**config.mk**
```make
export PLATFORM = sky130hd
export DESIGN_NAME = debug_triggers
export DESIGN_NICKNAME = d
export VERILOG_FILES = /design/src/verilog/trig_core_pkg.sv /design/src/verilog/trig_csr_pkg.sv /design/src/verilog/trig_warl.sv /design/src/verilog/trig_csr_file.sv /design/src/verilog/trig_unit.sv /design/src/verilog/debug_triggers.sv
export SDC_FILE = /design/constraint.sdc
export NUM_CORES = 1
export LEC_CHECK = 0
export BUFFER_PORTS_ARGS = -buffer_cell sky130_fd_sc_hd__clkbuf_2
export CAP_MARGIN = 15
export CORE_MARGIN = 8
export CORE_UTILIZATION = 50
export DETAILED_ROUTE_END_ITERATION = 12
export GPL_TIMING_DRIVEN = 1
export PLACE_DENSITY = 0.76
export SYNTH_ARGS = -nofsm -noshare
export SYNTH_HDL_FRONTEND = slang
export SYNTH_SLANG_ARGS = --single-unit
```
**constraint.sdc**
```tcl
create_clock -name clk -period 4.75 [get_ports clk]
set_input_delay 0.95 -clock clk [delete_from_list [all_inputs] [get_ports clk]]
set_output_delay 0.95 -clock clk [all_outputs]
set_load 0.02 [all_outputs]
```
**src/verilog/trig_core_pkg.sv**
```systemverilog
// Core side types seen by the debug trigger block.
// Widths of the CSR and address words, LSU byte enables, exception
// cause and the privilege level encoding, plus the default trigger count.

`default_nettype none

package trig_core_pkg;

  typedef logic [31:0] word_t;      // CSR value or address
  typedef logic [3:0]  be_t;        // LSU byte enables
  typedef logic [10:0] exc_cause_t; // Exception cause in WB

  // Only user and machine mode exist on this core
  typedef enum logic [1:0] {
    priv_lvl_u = 2'd0,
    priv_lvl_m = 2'd3
  } priv_lvl_t;

  localparam int num_triggers_default = 2; // Must be at least 1

endpackage

`default_nettype wire

```
**src/verilog/trig_csr_pkg.sv**
```systemverilog
// Trigger CSR encodings for the debug trigger block.
// Holds the tdata1 field positions, the trigger type and match rule
// encodings, and the fixed reset and tinfo values. Imported by the RTL
// that packs, resolves or decodes tdata1 and tdata2.

`default_nettype none

package trig_csr_pkg;

  // Trigger types, tdata1[31:28]
  typedef enum logic [3:0] {
    ttype_etrigger  = 4'd5,   // Exception trigger
    ttype_mcontrol6 = 4'd6,   // Address match trigger
    ttype_disabled  = 4'd15
  } ttype_t;

  // mcontrol6 match rule, only the WARL legal values
  typedef enum logic [3:0] {
    match_eq = 4'd0,
    match_ge = 4'd2,
    match_lt = 4'd3
  } match_rule_t;

  // Fields common to all tdata1 types
  localparam int unsigned tdata1_type_hi = 31;
  localparam int unsigned tdata1_type_lo = 28;
  localparam int unsigned tdata1_dmode   = 27; // Debug mode access only

  // mcontrol6 fields
  localparam int unsigned mc6_action_hi = 15;
  localparam int unsigned mc6_action_lo = 12;
  localparam int unsigned mc6_match_hi  = 10;
  localparam int unsigned mc6_match_lo  = 7;
  localparam int unsigned mc6_m         = 6;
  localparam int unsigned mc6_u         = 3;
  localparam int unsigned mc6_execute   = 2;
  localparam int unsigned mc6_store     = 1;
  localparam int unsigned mc6_load      = 0;

  // Exception trigger privilege enables
  localparam int unsigned etrig_m = 9;
  localparam int unsigned etrig_u = 6;

  localparam logic [31:0] tdata1_rst_val      = 32'hF800_0000; // Disabled, dmode set
  localparam logic [31:0] tinfo_val           = 32'h0000_8060; // Types 5, 6 and 15
  localparam logic [31:0] etrigger_cause_mask = 32'h0000_08AF; // Causes 0-3, 5, 7, 11

endpackage

`default_nettype wire

```
**src/verilog/trig_warl.sv**
```systemverilog
// WARL resolution of tdata1 and tdata2 writes.
// Takes the raw CSR write data and the selected trigger's current
// values and returns what the registers take if the write goes through.
// Purely combinational.

`timescale 1ns/1ps
`default_nettype none

module trig_warl
  import trig_core_pkg::*;
  import trig_csr_pkg::*;
(
  input  word_t csr_wdata_i,
  input  word_t tdata1_cur_i,
  input  word_t tdata2_cur_i,
  output word_t tdata1_next_o,
  output word_t tdata2_next_o
);

  logic [3:0] wr_type;    // Type field of the write data
  logic [3:0] wr_match;   // Match field of the write data
  logic [3:0] cur_type;   // Type of the selected trigger now
  word_t      mc6_word;
  word_t      etrig_word;
  logic       tdata2_bad; // tdata2 enables a cause we cannot trigger on

  assign wr_type  = csr_wdata_i[tdata1_type_hi:tdata1_type_lo];
  assign wr_match = csr_wdata_i[mc6_match_hi:mc6_match_lo];
  assign cur_type = tdata1_cur_i[tdata1_type_hi:tdata1_type_lo];

  assign tdata2_bad = |(tdata2_cur_i & ~etrigger_cause_mask);

  //////////////////////////////////////////////////////////////////////
  // Packed tdata1 candidates
  //////////////////////////////////////////////////////////////////////

  always_comb begin
    mc6_word = '0;                                            // Reserved bits read zero
    mc6_word[tdata1_type_hi:tdata1_type_lo] = ttype_mcontrol6;
    mc6_word[tdata1_dmode]                  = 1'b1;
    mc6_word[mc6_action_hi:mc6_action_lo]   = 4'd1;           // Enter debug mode
    if ((wr_match == match_ge) || (wr_match == match_lt)) begin
      mc6_word[mc6_match_hi:mc6_match_lo] = wr_match;
    end else begin
      mc6_word[mc6_match_hi:mc6_match_lo] = match_eq;         // Unsupported rule
    end
    mc6_word[mc6_m]       = csr_wdata_i[mc6_m];
    mc6_word[mc6_u]       = csr_wdata_i[mc6_u];
    mc6_word[mc6_execute] = csr_wdata_i[mc6_execute];
    mc6_word[mc6_store]   = csr_wdata_i[mc6_store];
    mc6_word[mc6_load]    = csr_wdata_i[mc6_load];
  end

  always_comb begin
    etrig_word = '0;
    etrig_word[tdata1_type_hi:tdata1_type_lo] = ttype_etrigger;
    etrig_word[tdata1_dmode] = 1'b1;
    etrig_word[etrig_m]      = csr_wdata_i[etrig_m];
    etrig_word[etrig_u]      = csr_wdata_i[etrig_u];
    etrig_word[5:0]          = 6'd1;                          // Action, enter debug mode
  end

  // Pick the candidate by the written type
  always_comb begin
    case (wr_type)
      ttype_mcontrol6: tdata1_next_o = mc6_word;
      ttype_etrigger:  tdata1_next_o = tdata2_bad ? tdata1_cur_i : etrig_word;
      default:         tdata1_next_o = tdata1_rst_val;        // Disabled or unknown type
    endcase
  end

  // Exception triggers keep only the implemented cause bits
  assign tdata2_next_o = (cur_type == ttype_etrigger) ? (csr_wdata_i & etrigger_cause_mask)
                                                      : csr_wdata_i;

endmodule

`default_nettype wire

```
**src/verilog/trig_csr_file.sv**
```systemverilog
// Trigger CSR front end.
// Holds tselect, steers write strobes to the selected trigger, picks
// the selected trigger's tdata1/tdata2 for read data and WARL, and
// returns the constant tinfo.

`timescale 1ns/1ps
`default_nettype none

module trig_csr_file
  import trig_core_pkg::*;
  import trig_csr_pkg::*;
#(
  parameter int num_triggers = 2
) (
  input  logic                     clk,
  input  logic                     reset_i,
  input  word_t                    csr_wdata_i,
  input  logic                     tselect_we_i,
  input  logic                     tdata1_we_i,
  input  logic                     tdata2_we_i,
  input  word_t [num_triggers-1:0] tdata1_q_i,
  input  word_t [num_triggers-1:0] tdata2_q_i,
  output logic  [num_triggers-1:0] tdata1_wr_o,
  output logic  [num_triggers-1:0] tdata2_wr_o,
  output word_t                    tdata1_next_o,
  output word_t                    tdata2_next_o,
  output word_t                    tselect_rdata_o,
  output word_t                    tdata1_rdata_o,
  output word_t                    tdata2_rdata_o,
  output word_t                    tinfo_rdata_o
);

  word_t tselect_q;

  // tselect is WARL, out of range writes are dropped
  always_ff @(posedge clk) begin
    if (reset_i) begin
      tselect_q <= '0;
    end else if (tselect_we_i && (csr_wdata_i < word_t'(num_triggers))) begin
      tselect_q <= csr_wdata_i;
    end
  end

  // Decode tselect into read data and per trigger strobes
  always_comb begin
    tdata1_rdata_o = tdata1_q_i[0];
    tdata2_rdata_o = tdata2_q_i[0];
    tdata1_wr_o    = '0;
    tdata2_wr_o    = '0;
    for (int i = 0; i < num_triggers; i++) begin
      if (tselect_q == word_t'(i)) begin
        tdata1_rdata_o = tdata1_q_i[i];
        tdata2_rdata_o = tdata2_q_i[i];
        tdata1_wr_o[i] = tdata1_we_i;
        tdata2_wr_o[i] = tdata2_we_i;
      end
    end
  end

  trig_warl i_warl (
    .csr_wdata_i   (csr_wdata_i),
    .tdata1_cur_i  (tdata1_rdata_o),
    .tdata2_cur_i  (tdata2_rdata_o),
    .tdata1_next_o (tdata1_next_o),
    .tdata2_next_o (tdata2_next_o)
  );

  assign tselect_rdata_o = tselect_q;
  assign tinfo_rdata_o   = tinfo_val;  // Read only

endmodule

`default_nettype wire

```
**src/verilog/trig_unit.sv**
```systemverilog
// One debug trigger.
// Holds tdata1 and tdata2 and checks the fetch PC (IF), the LSU access
// (EX) and the exception in WB against them. All matches are
// combinational and blocked in debug mode.

`timescale 1ns/1ps
`default_nettype none

module trig_unit
  import trig_core_pkg::*;
  import trig_csr_pkg::*;
(
  input  logic       clk,
  input  logic       reset_i,
  input  logic       tdata1_we_i,
  input  logic       tdata2_we_i,
  input  word_t      tdata1_next_i,
  input  word_t      tdata2_next_i,
  // IF stage
  input  word_t      pc_if_i,
  input  priv_lvl_t  priv_lvl_if_i,
  // EX stage
  input  logic       lsu_valid_ex_i,
  input  word_t      lsu_addr_ex_i,
  input  logic       lsu_we_ex_i,
  input  be_t        lsu_be_ex_i,
  input  priv_lvl_t  priv_lvl_ex_i,
  // WB stage
  input  priv_lvl_t  priv_lvl_wb_i,
  input  logic       debug_mode_i,
  input  logic       exception_in_wb_i,
  input  exc_cause_t exception_cause_wb_i,
  output word_t      tdata1_o,
  output word_t      tdata2_o,
  output logic       match_if_o,
  output logic       match_ex_o,
  output logic       etrigger_wb_o
);

  word_t      tdata1_q;
  word_t      tdata2_q;
  logic [3:0] ttype;
  logic [3:0] rule;
  logic       pc_hit;
  logic       lsu_hit;
  logic       lsu_dir_ok;   // Load or store enabled for this access
  logic [1:0] lsb_hi;       // Highest enabled byte in the word
  logic [1:0] lsb_lo;       // Lowest enabled byte in the word
  logic       cause_hit;

  function automatic logic priv_ok(input logic m_en, input logic u_en, input priv_lvl_t lvl);
    return (m_en && (lvl == priv_lvl_m)) || (u_en && (lvl == priv_lvl_u));
  endfunction

  always_ff @(posedge clk) begin
    if (reset_i) begin
      tdata1_q <= tdata1_rst_val;
      tdata2_q <= '0;
    end else begin
      if (tdata1_we_i) tdata1_q <= tdata1_next_i;
      if (tdata2_we_i) tdata2_q <= tdata2_next_i;
    end
  end

  assign ttype = tdata1_q[tdata1_type_hi:tdata1_type_lo];
  assign rule  = tdata1_q[mc6_match_hi:mc6_match_lo];

  //////////////////////////////////////////////////////////////////////
  // Instruction address match (IF)
  //////////////////////////////////////////////////////////////////////

  always_comb begin
    case (rule)
      match_eq: pc_hit = (pc_if_i == tdata2_q);
      match_ge: pc_hit = (pc_if_i >= tdata2_q);
      default:  pc_hit = (pc_if_i <  tdata2_q);  // match_lt
    endcase
  end

  assign match_if_o = (ttype == ttype_mcontrol6) && tdata1_q[mc6_execute] && pc_hit &&
                      priv_ok(tdata1_q[mc6_m], tdata1_q[mc6_u], priv_lvl_if_i) && !debug_mode_i;

  //////////////////////////////////////////////////////////////////////
  // Load/store address match (EX)
  //////////////////////////////////////////////////////////////////////

  // Byte span of the access inside its word
  always_comb begin
    lsb_hi = 2'd0;
    lsb_lo = 2'd0;
    for (int b = 0; b < 4; b++) begin
      if (lsu_be_ex_i[b]) lsb_hi = 2'(b);
    end
    for (int b = 3; b >= 0; b--) begin
      if (lsu_be_ex_i[b]) lsb_lo = 2'(b);
    end
  end

  always_comb begin
    case (rule)
      match_eq: lsu_hit = (lsu_addr_ex_i[31:2] == tdata2_q[31:2]) &&
                          |(lsu_be_ex_i & (4'b0001 << tdata2_q[1:0]));  // Byte covered
      match_ge: lsu_hit = ({lsu_addr_ex_i[31:2], lsb_hi} >= tdata2_q);
      default:  lsu_hit = ({lsu_addr_ex_i[31:2], lsb_lo} <  tdata2_q);
    endcase
  end

  assign lsu_dir_ok = lsu_we_ex_i ? tdata1_q[mc6_store] : tdata1_q[mc6_load];

  assign match_ex_o = (ttype == ttype_mcontrol6) && lsu_valid_ex_i && lsu_dir_ok && lsu_hit &&
                      priv_ok(tdata1_q[mc6_m], tdata1_q[mc6_u], priv_lvl_ex_i) && !debug_mode_i;

  //////////////////////////////////////////////////////////////////////
  // Exception trigger (WB)
  //////////////////////////////////////////////////////////////////////

  // Only causes 0..31 map onto tdata2 bits
  assign cause_hit = exception_in_wb_i && (exception_cause_wb_i < 11'd32) &&
                     tdata2_q[exception_cause_wb_i[4:0]];

  assign etrigger_wb_o = (ttype == ttype_etrigger) && cause_hit &&
                         priv_ok(tdata1_q[etrig_m], tdata1_q[etrig_u], priv_lvl_wb_i) &&
                         !debug_mode_i;

  assign tdata1_o = tdata1_q;
  assign tdata2_o = tdata2_q;

endmodule

`default_nettype wire

```
**src/verilog/debug_triggers.sv**
```systemverilog
// Debug trigger block top level.
// Connects the CSR front end to num_triggers trigger units and ORs
// their IF, EX and WB matches for the core. CSR writes take effect at
// the strobe edge, matches are same cycle.

`timescale 1ns/1ps
`default_nettype none

module debug_triggers
  import trig_core_pkg::*;
#(
  parameter int num_triggers = num_triggers_default
) (
  input  logic       clk,
  input  logic       reset_i,
  // CSR write side
  input  word_t      csr_wdata_i,
  input  logic       tselect_we_i,
  input  logic       tdata1_we_i,
  input  logic       tdata2_we_i,
  // CSR read side
  output word_t      tselect_rdata_o,
  output word_t      tdata1_rdata_o,
  output word_t      tdata2_rdata_o,
  output word_t      tinfo_rdata_o,
  // IF stage
  input  word_t      pc_if_i,
  input  priv_lvl_t  priv_lvl_if_i,
  // EX stage
  input  logic       lsu_valid_ex_i,
  input  word_t      lsu_addr_ex_i,
  input  logic       lsu_we_ex_i,
  input  be_t        lsu_be_ex_i,
  input  priv_lvl_t  priv_lvl_ex_i,
  // WB stage and controller
  input  priv_lvl_t  priv_lvl_wb_i,
  input  logic       debug_mode_i,
  input  logic       exception_in_wb_i,
  input  exc_cause_t exception_cause_wb_i,
  // Matches
  output logic       trigger_match_if_o,  // Instruction address
  output logic       trigger_match_ex_o,  // Load/store address
  output logic       etrigger_wb_o        // Exception
);

  word_t [num_triggers-1:0] tdata1_q;
  word_t [num_triggers-1:0] tdata2_q;
  logic  [num_triggers-1:0] tdata1_wr;
  logic  [num_triggers-1:0] tdata2_wr;
  word_t                    tdata1_next;
  word_t                    tdata2_next;
  logic  [num_triggers-1:0] match_if;
  logic  [num_triggers-1:0] match_ex;
  logic  [num_triggers-1:0] match_wb;

  trig_csr_file #(
    .num_triggers (num_triggers)
  ) i_csr_file (
    .clk             (clk),
    .reset_i         (reset_i),
    .csr_wdata_i     (csr_wdata_i),
    .tselect_we_i    (tselect_we_i),
    .tdata1_we_i     (tdata1_we_i),
    .tdata2_we_i     (tdata2_we_i),
    .tdata1_q_i      (tdata1_q),
    .tdata2_q_i      (tdata2_q),
    .tdata1_wr_o     (tdata1_wr),
    .tdata2_wr_o     (tdata2_wr),
    .tdata1_next_o   (tdata1_next),
    .tdata2_next_o   (tdata2_next),
    .tselect_rdata_o (tselect_rdata_o),
    .tdata1_rdata_o  (tdata1_rdata_o),
    .tdata2_rdata_o  (tdata2_rdata_o),
    .tinfo_rdata_o   (tinfo_rdata_o)
  );

  for (genvar t = 0; t < num_triggers; t++) begin : g_trig
    trig_unit i_trig (
      .clk                  (clk),
      .reset_i              (reset_i),
      .tdata1_we_i          (tdata1_wr[t]),
      .tdata2_we_i          (tdata2_wr[t]),
      .tdata1_next_i        (tdata1_next),
      .tdata2_next_i        (tdata2_next),
      .pc_if_i              (pc_if_i),
      .priv_lvl_if_i        (priv_lvl_if_i),
      .lsu_valid_ex_i       (lsu_valid_ex_i),
      .lsu_addr_ex_i        (lsu_addr_ex_i),
      .lsu_we_ex_i          (lsu_we_ex_i),
      .lsu_be_ex_i          (lsu_be_ex_i),
      .priv_lvl_ex_i        (priv_lvl_ex_i),
      .priv_lvl_wb_i        (priv_lvl_wb_i),
      .debug_mode_i         (debug_mode_i),
      .exception_in_wb_i    (exception_in_wb_i),
      .exception_cause_wb_i (exception_cause_wb_i),
      .tdata1_o             (tdata1_q[t]),
      .tdata2_o             (tdata2_q[t]),
      .match_if_o           (match_if[t]),
      .match_ex_o           (match_ex[t]),
      .etrigger_wb_o        (match_wb[t])
    );
  end

  // Any trigger firing flags the stage
  assign trigger_match_if_o = |match_if;
  assign trigger_match_ex_o = |match_ex;
  assign etrigger_wb_o      = |match_wb;

endmodule

`default_nettype wire

```
==> results.toml <==
[finish]
final_cell_count_no_fill = 1665
finalNetCount = 1630
final_cell_mix = "clkbuf_2 (222), dfxtp_1 (160), ha_1 (130), nand2_1 (95), a21oi_1 (81)"
final_common_cell = "clkbuf_2"
drive_gt1_frac = 0.239
area_growth_pct = 17.7
postLayoutCoreUtil = 0.591

[sta]
maxSlewViolCount = 0
max_slew_margin = 0.250
rsz0062_at_grt = "no"
setup_violations = 0
fin_crit_sh = 0.913
fmax_mhz = 231
worst_pin_slew_ns = 1.12
period_minus_slack_ns = 4.34
clock_skew_ns = 0.0140
whs_ns = 0.447
hold_viol = 0
tns_ns = 0
fin_ws_ns = 0.413

[die]
core-area_mm2 = 0.0208
die_w_um = 160
start_util = 0.502
dieArea_mm2 = 0.0257
rows = 53
boundaryPins = 257
fp.dieH_um = 160

[placement]
dp_hpwl_um = 26100
port_buffers = 222
post-place-ws_ns = 0.434
place_inst = 1629
routabilityCongestion = 0.940

[global_routing]
antenna_found_initial = 6
grt_pass1_wl_um = 51800
grt_overflow = 0
grt_max_degree = 45
grt_use_total = 0.249
grt_pass1_vias = 9731

[yosys]
synth_edf_count = 0
synth_warnings = 0
netlist_instances = 1169
synth_ff_type = "dfxtp_1"
ys_seq_elements = 160
synth_top_cell_area_share = 0.307
synth_top_area_cell = "dfxtp_1"
ys_types = 64
synth.avg_cell_area_um2 = 8.92
syn_area_mm2 = 0.0104
synth_area_leaders = "dfxtp_1 (31%), ha_1 (16%), mux4_2 (4.8%)"
synthArstFlopShare = 0
synth.yosys.seq_area_share = 0.307

[route]
totalWireLength_um = 32900
drc = 0
num_vias = 9833
antenna_left = 0
viasPerCell = 5.91
first_pass_iters = 6
drt_iter0_markers = 714
wl_per_cell_um = 19.8

[cts]
numCtsBuffers = 17
cts.hold.buffers_added = 0
clk_path_buf_depth = 2
post_cts_buffers = 0
ctsResizeCount = 0
clk_pin_slew_worst_paths_ns = 0.07
cts-htree-levels = 4
clock_latency_ns = 0.43
clock-sinks = 160
cts_tree = "done"
root_buffer = "clkbuf_16"

[power_and_ir_drop]
ir_drop_v = 0.000290
power_frac_seq = 0.425
clockPowerShare = 0.417
comb_power_share = 0.159
power-per-cell-area_mw_per_mm2 = 266
netSwitchingFraction = 0.290
p_int_mw = 2.31
power.switching_mw = 0.945
leakage_nw = 5.28

[setup_path]
startpoint_type = "primary input"
cp_common_cell = "clkbuf_2"
cp_slowest_cell = "a221oi_1"
arrival_ns = 3.39
cp_cell_sequence = "clkbuf_2 -> ha_1 -> a21o_1 -> a221o_1 -> a221oi_1 -> o31ai_1 -> a21oi_1 -> mux2_2 -> o211ai_1 -> clkbuf_2"
critPathCaptureType = "primary output"
cp_data_required_time_ns = 3.80
max_stage_delay_ns = 0.39
crit_type = "in2out"
crit_path_max_fanout = 2

[worst_hold_path]
hp-class = "reg2reg"

[run]
cap_violations = 0

[run_status]
outcome = "complete, no violations"
-- metal layers --
metal / routed length, um / track usage / vias up
li1: - / - / 4699
met1: 13200 / 0.302 / 4606
met2: 15600 / 0.406 / 450
met3: 3170 / 0.0783 / 72
met4: 930 / 0.0922 / 6
met5: 41 / 0 / -
-- flip-flops by register name, indices dropped and copies added, names as in the netlist --
register	flops
g_trig.i_trig.tdata1_o	64
g_trig.i_trig.tdata2_o	64
i_csr_file.tselect_rdata_o	32
-- path summary, 6_finish.rpt --
path	startpoint	endpoint	slack, ns	cells past startpoint
worst min register to register	g_trig[0].i_trig.tdata1_o[15]	g_trig[0].i_trig.tdata1_o[15]	0.45	2
worst min-delay path	g_trig[0].i_trig.tdata1_o[15]	g_trig[0].i_trig.tdata1_o[15]	0.45	2
worst max-delay path	pc_if_i[25]	trigger_match_if_o	0.41	10
worst max register to register	i_csr_file.tselect_rdata_o[16]	g_trig[1].i_trig.tdata2_o[22]	1.27	7
-- layout make-up --
| type | instances | area [um2] |
|---|---|---|
| fillers | 1837 | 8480 |
| clock buffers | 18 | 429 |
| repair buffers | 238 | 1260 |
| multi-input cells | 881 | 6580 |
| inverters | 76 | 285 |
| diodes | 3 | 7.51 |
| clock inverters | 14 | 161 |
| well taps | 275 | 344 |
| flip-flops and latches | 160 | 3200 |
-- Yosys cell counts, types with 5 or more instances --
master	instances
o21ai_0	55
nand2_1	95
buf_6	6
a221o_1	5
a22o_1	50
buf_2	11
nor3_1	20
inv_1	76
ha_1	130
nor2b_1	7
dfxtp_1	160
a21o_1	13
o211ai_1	5
and2_1	53
and3_1	12
nand4_1	46
nor2_1	61
a21oi_1	82
nand2b_1	7
clkbuf_1	29
mux2i_1	21
or3_1	5
buf_4	32
a211oi_1	18
mux2_2	30
mux4_2	22
nand3_1	19
nor4_1	28
-- cells by family after synthesis --
group	synth area share
simple gates	0.191
flops	0.307
other cells	0.000720
buf+inv	0.0740
mux	0.100
fa+ha+maj	0.156
compound gates	0.171
-- stage by stage --
step | power, mW | area (um2)
after floorplan | 1.74 | 10500
after global placement | 1.91 | 11700
after detailed placement | 1.92 | 11700
after CTS | 3.28 | 12300
after global routing | 3.41 | 12300
final | 3.26 | 12300
-- critical path, delay by kind of cell --
family | cells | cell delay, ns
AO/OA/AOI/OAI | 6 | 1.45
multiplexers | 1 | 0.35
buffers and inverters | 2 | 0.32
adder cells (fa/ha/maj) | 1 | 0.31
-- power groups by stage --
stage / Sequential, mW / Combinational (mW) / Clock [mW]
floorplan: 1.41 / 0.336 / 0
global placement: 1.41 / 0.495 / 0
detailed placement: 1.41 / 0.506 / 0
CTS: 1.38 / 0.510 / 1.38
global route: 1.39 / 0.573 / 1.45
finish: 1.38 / 0.517 / 1.36
(Power assumes the default switching activity.)
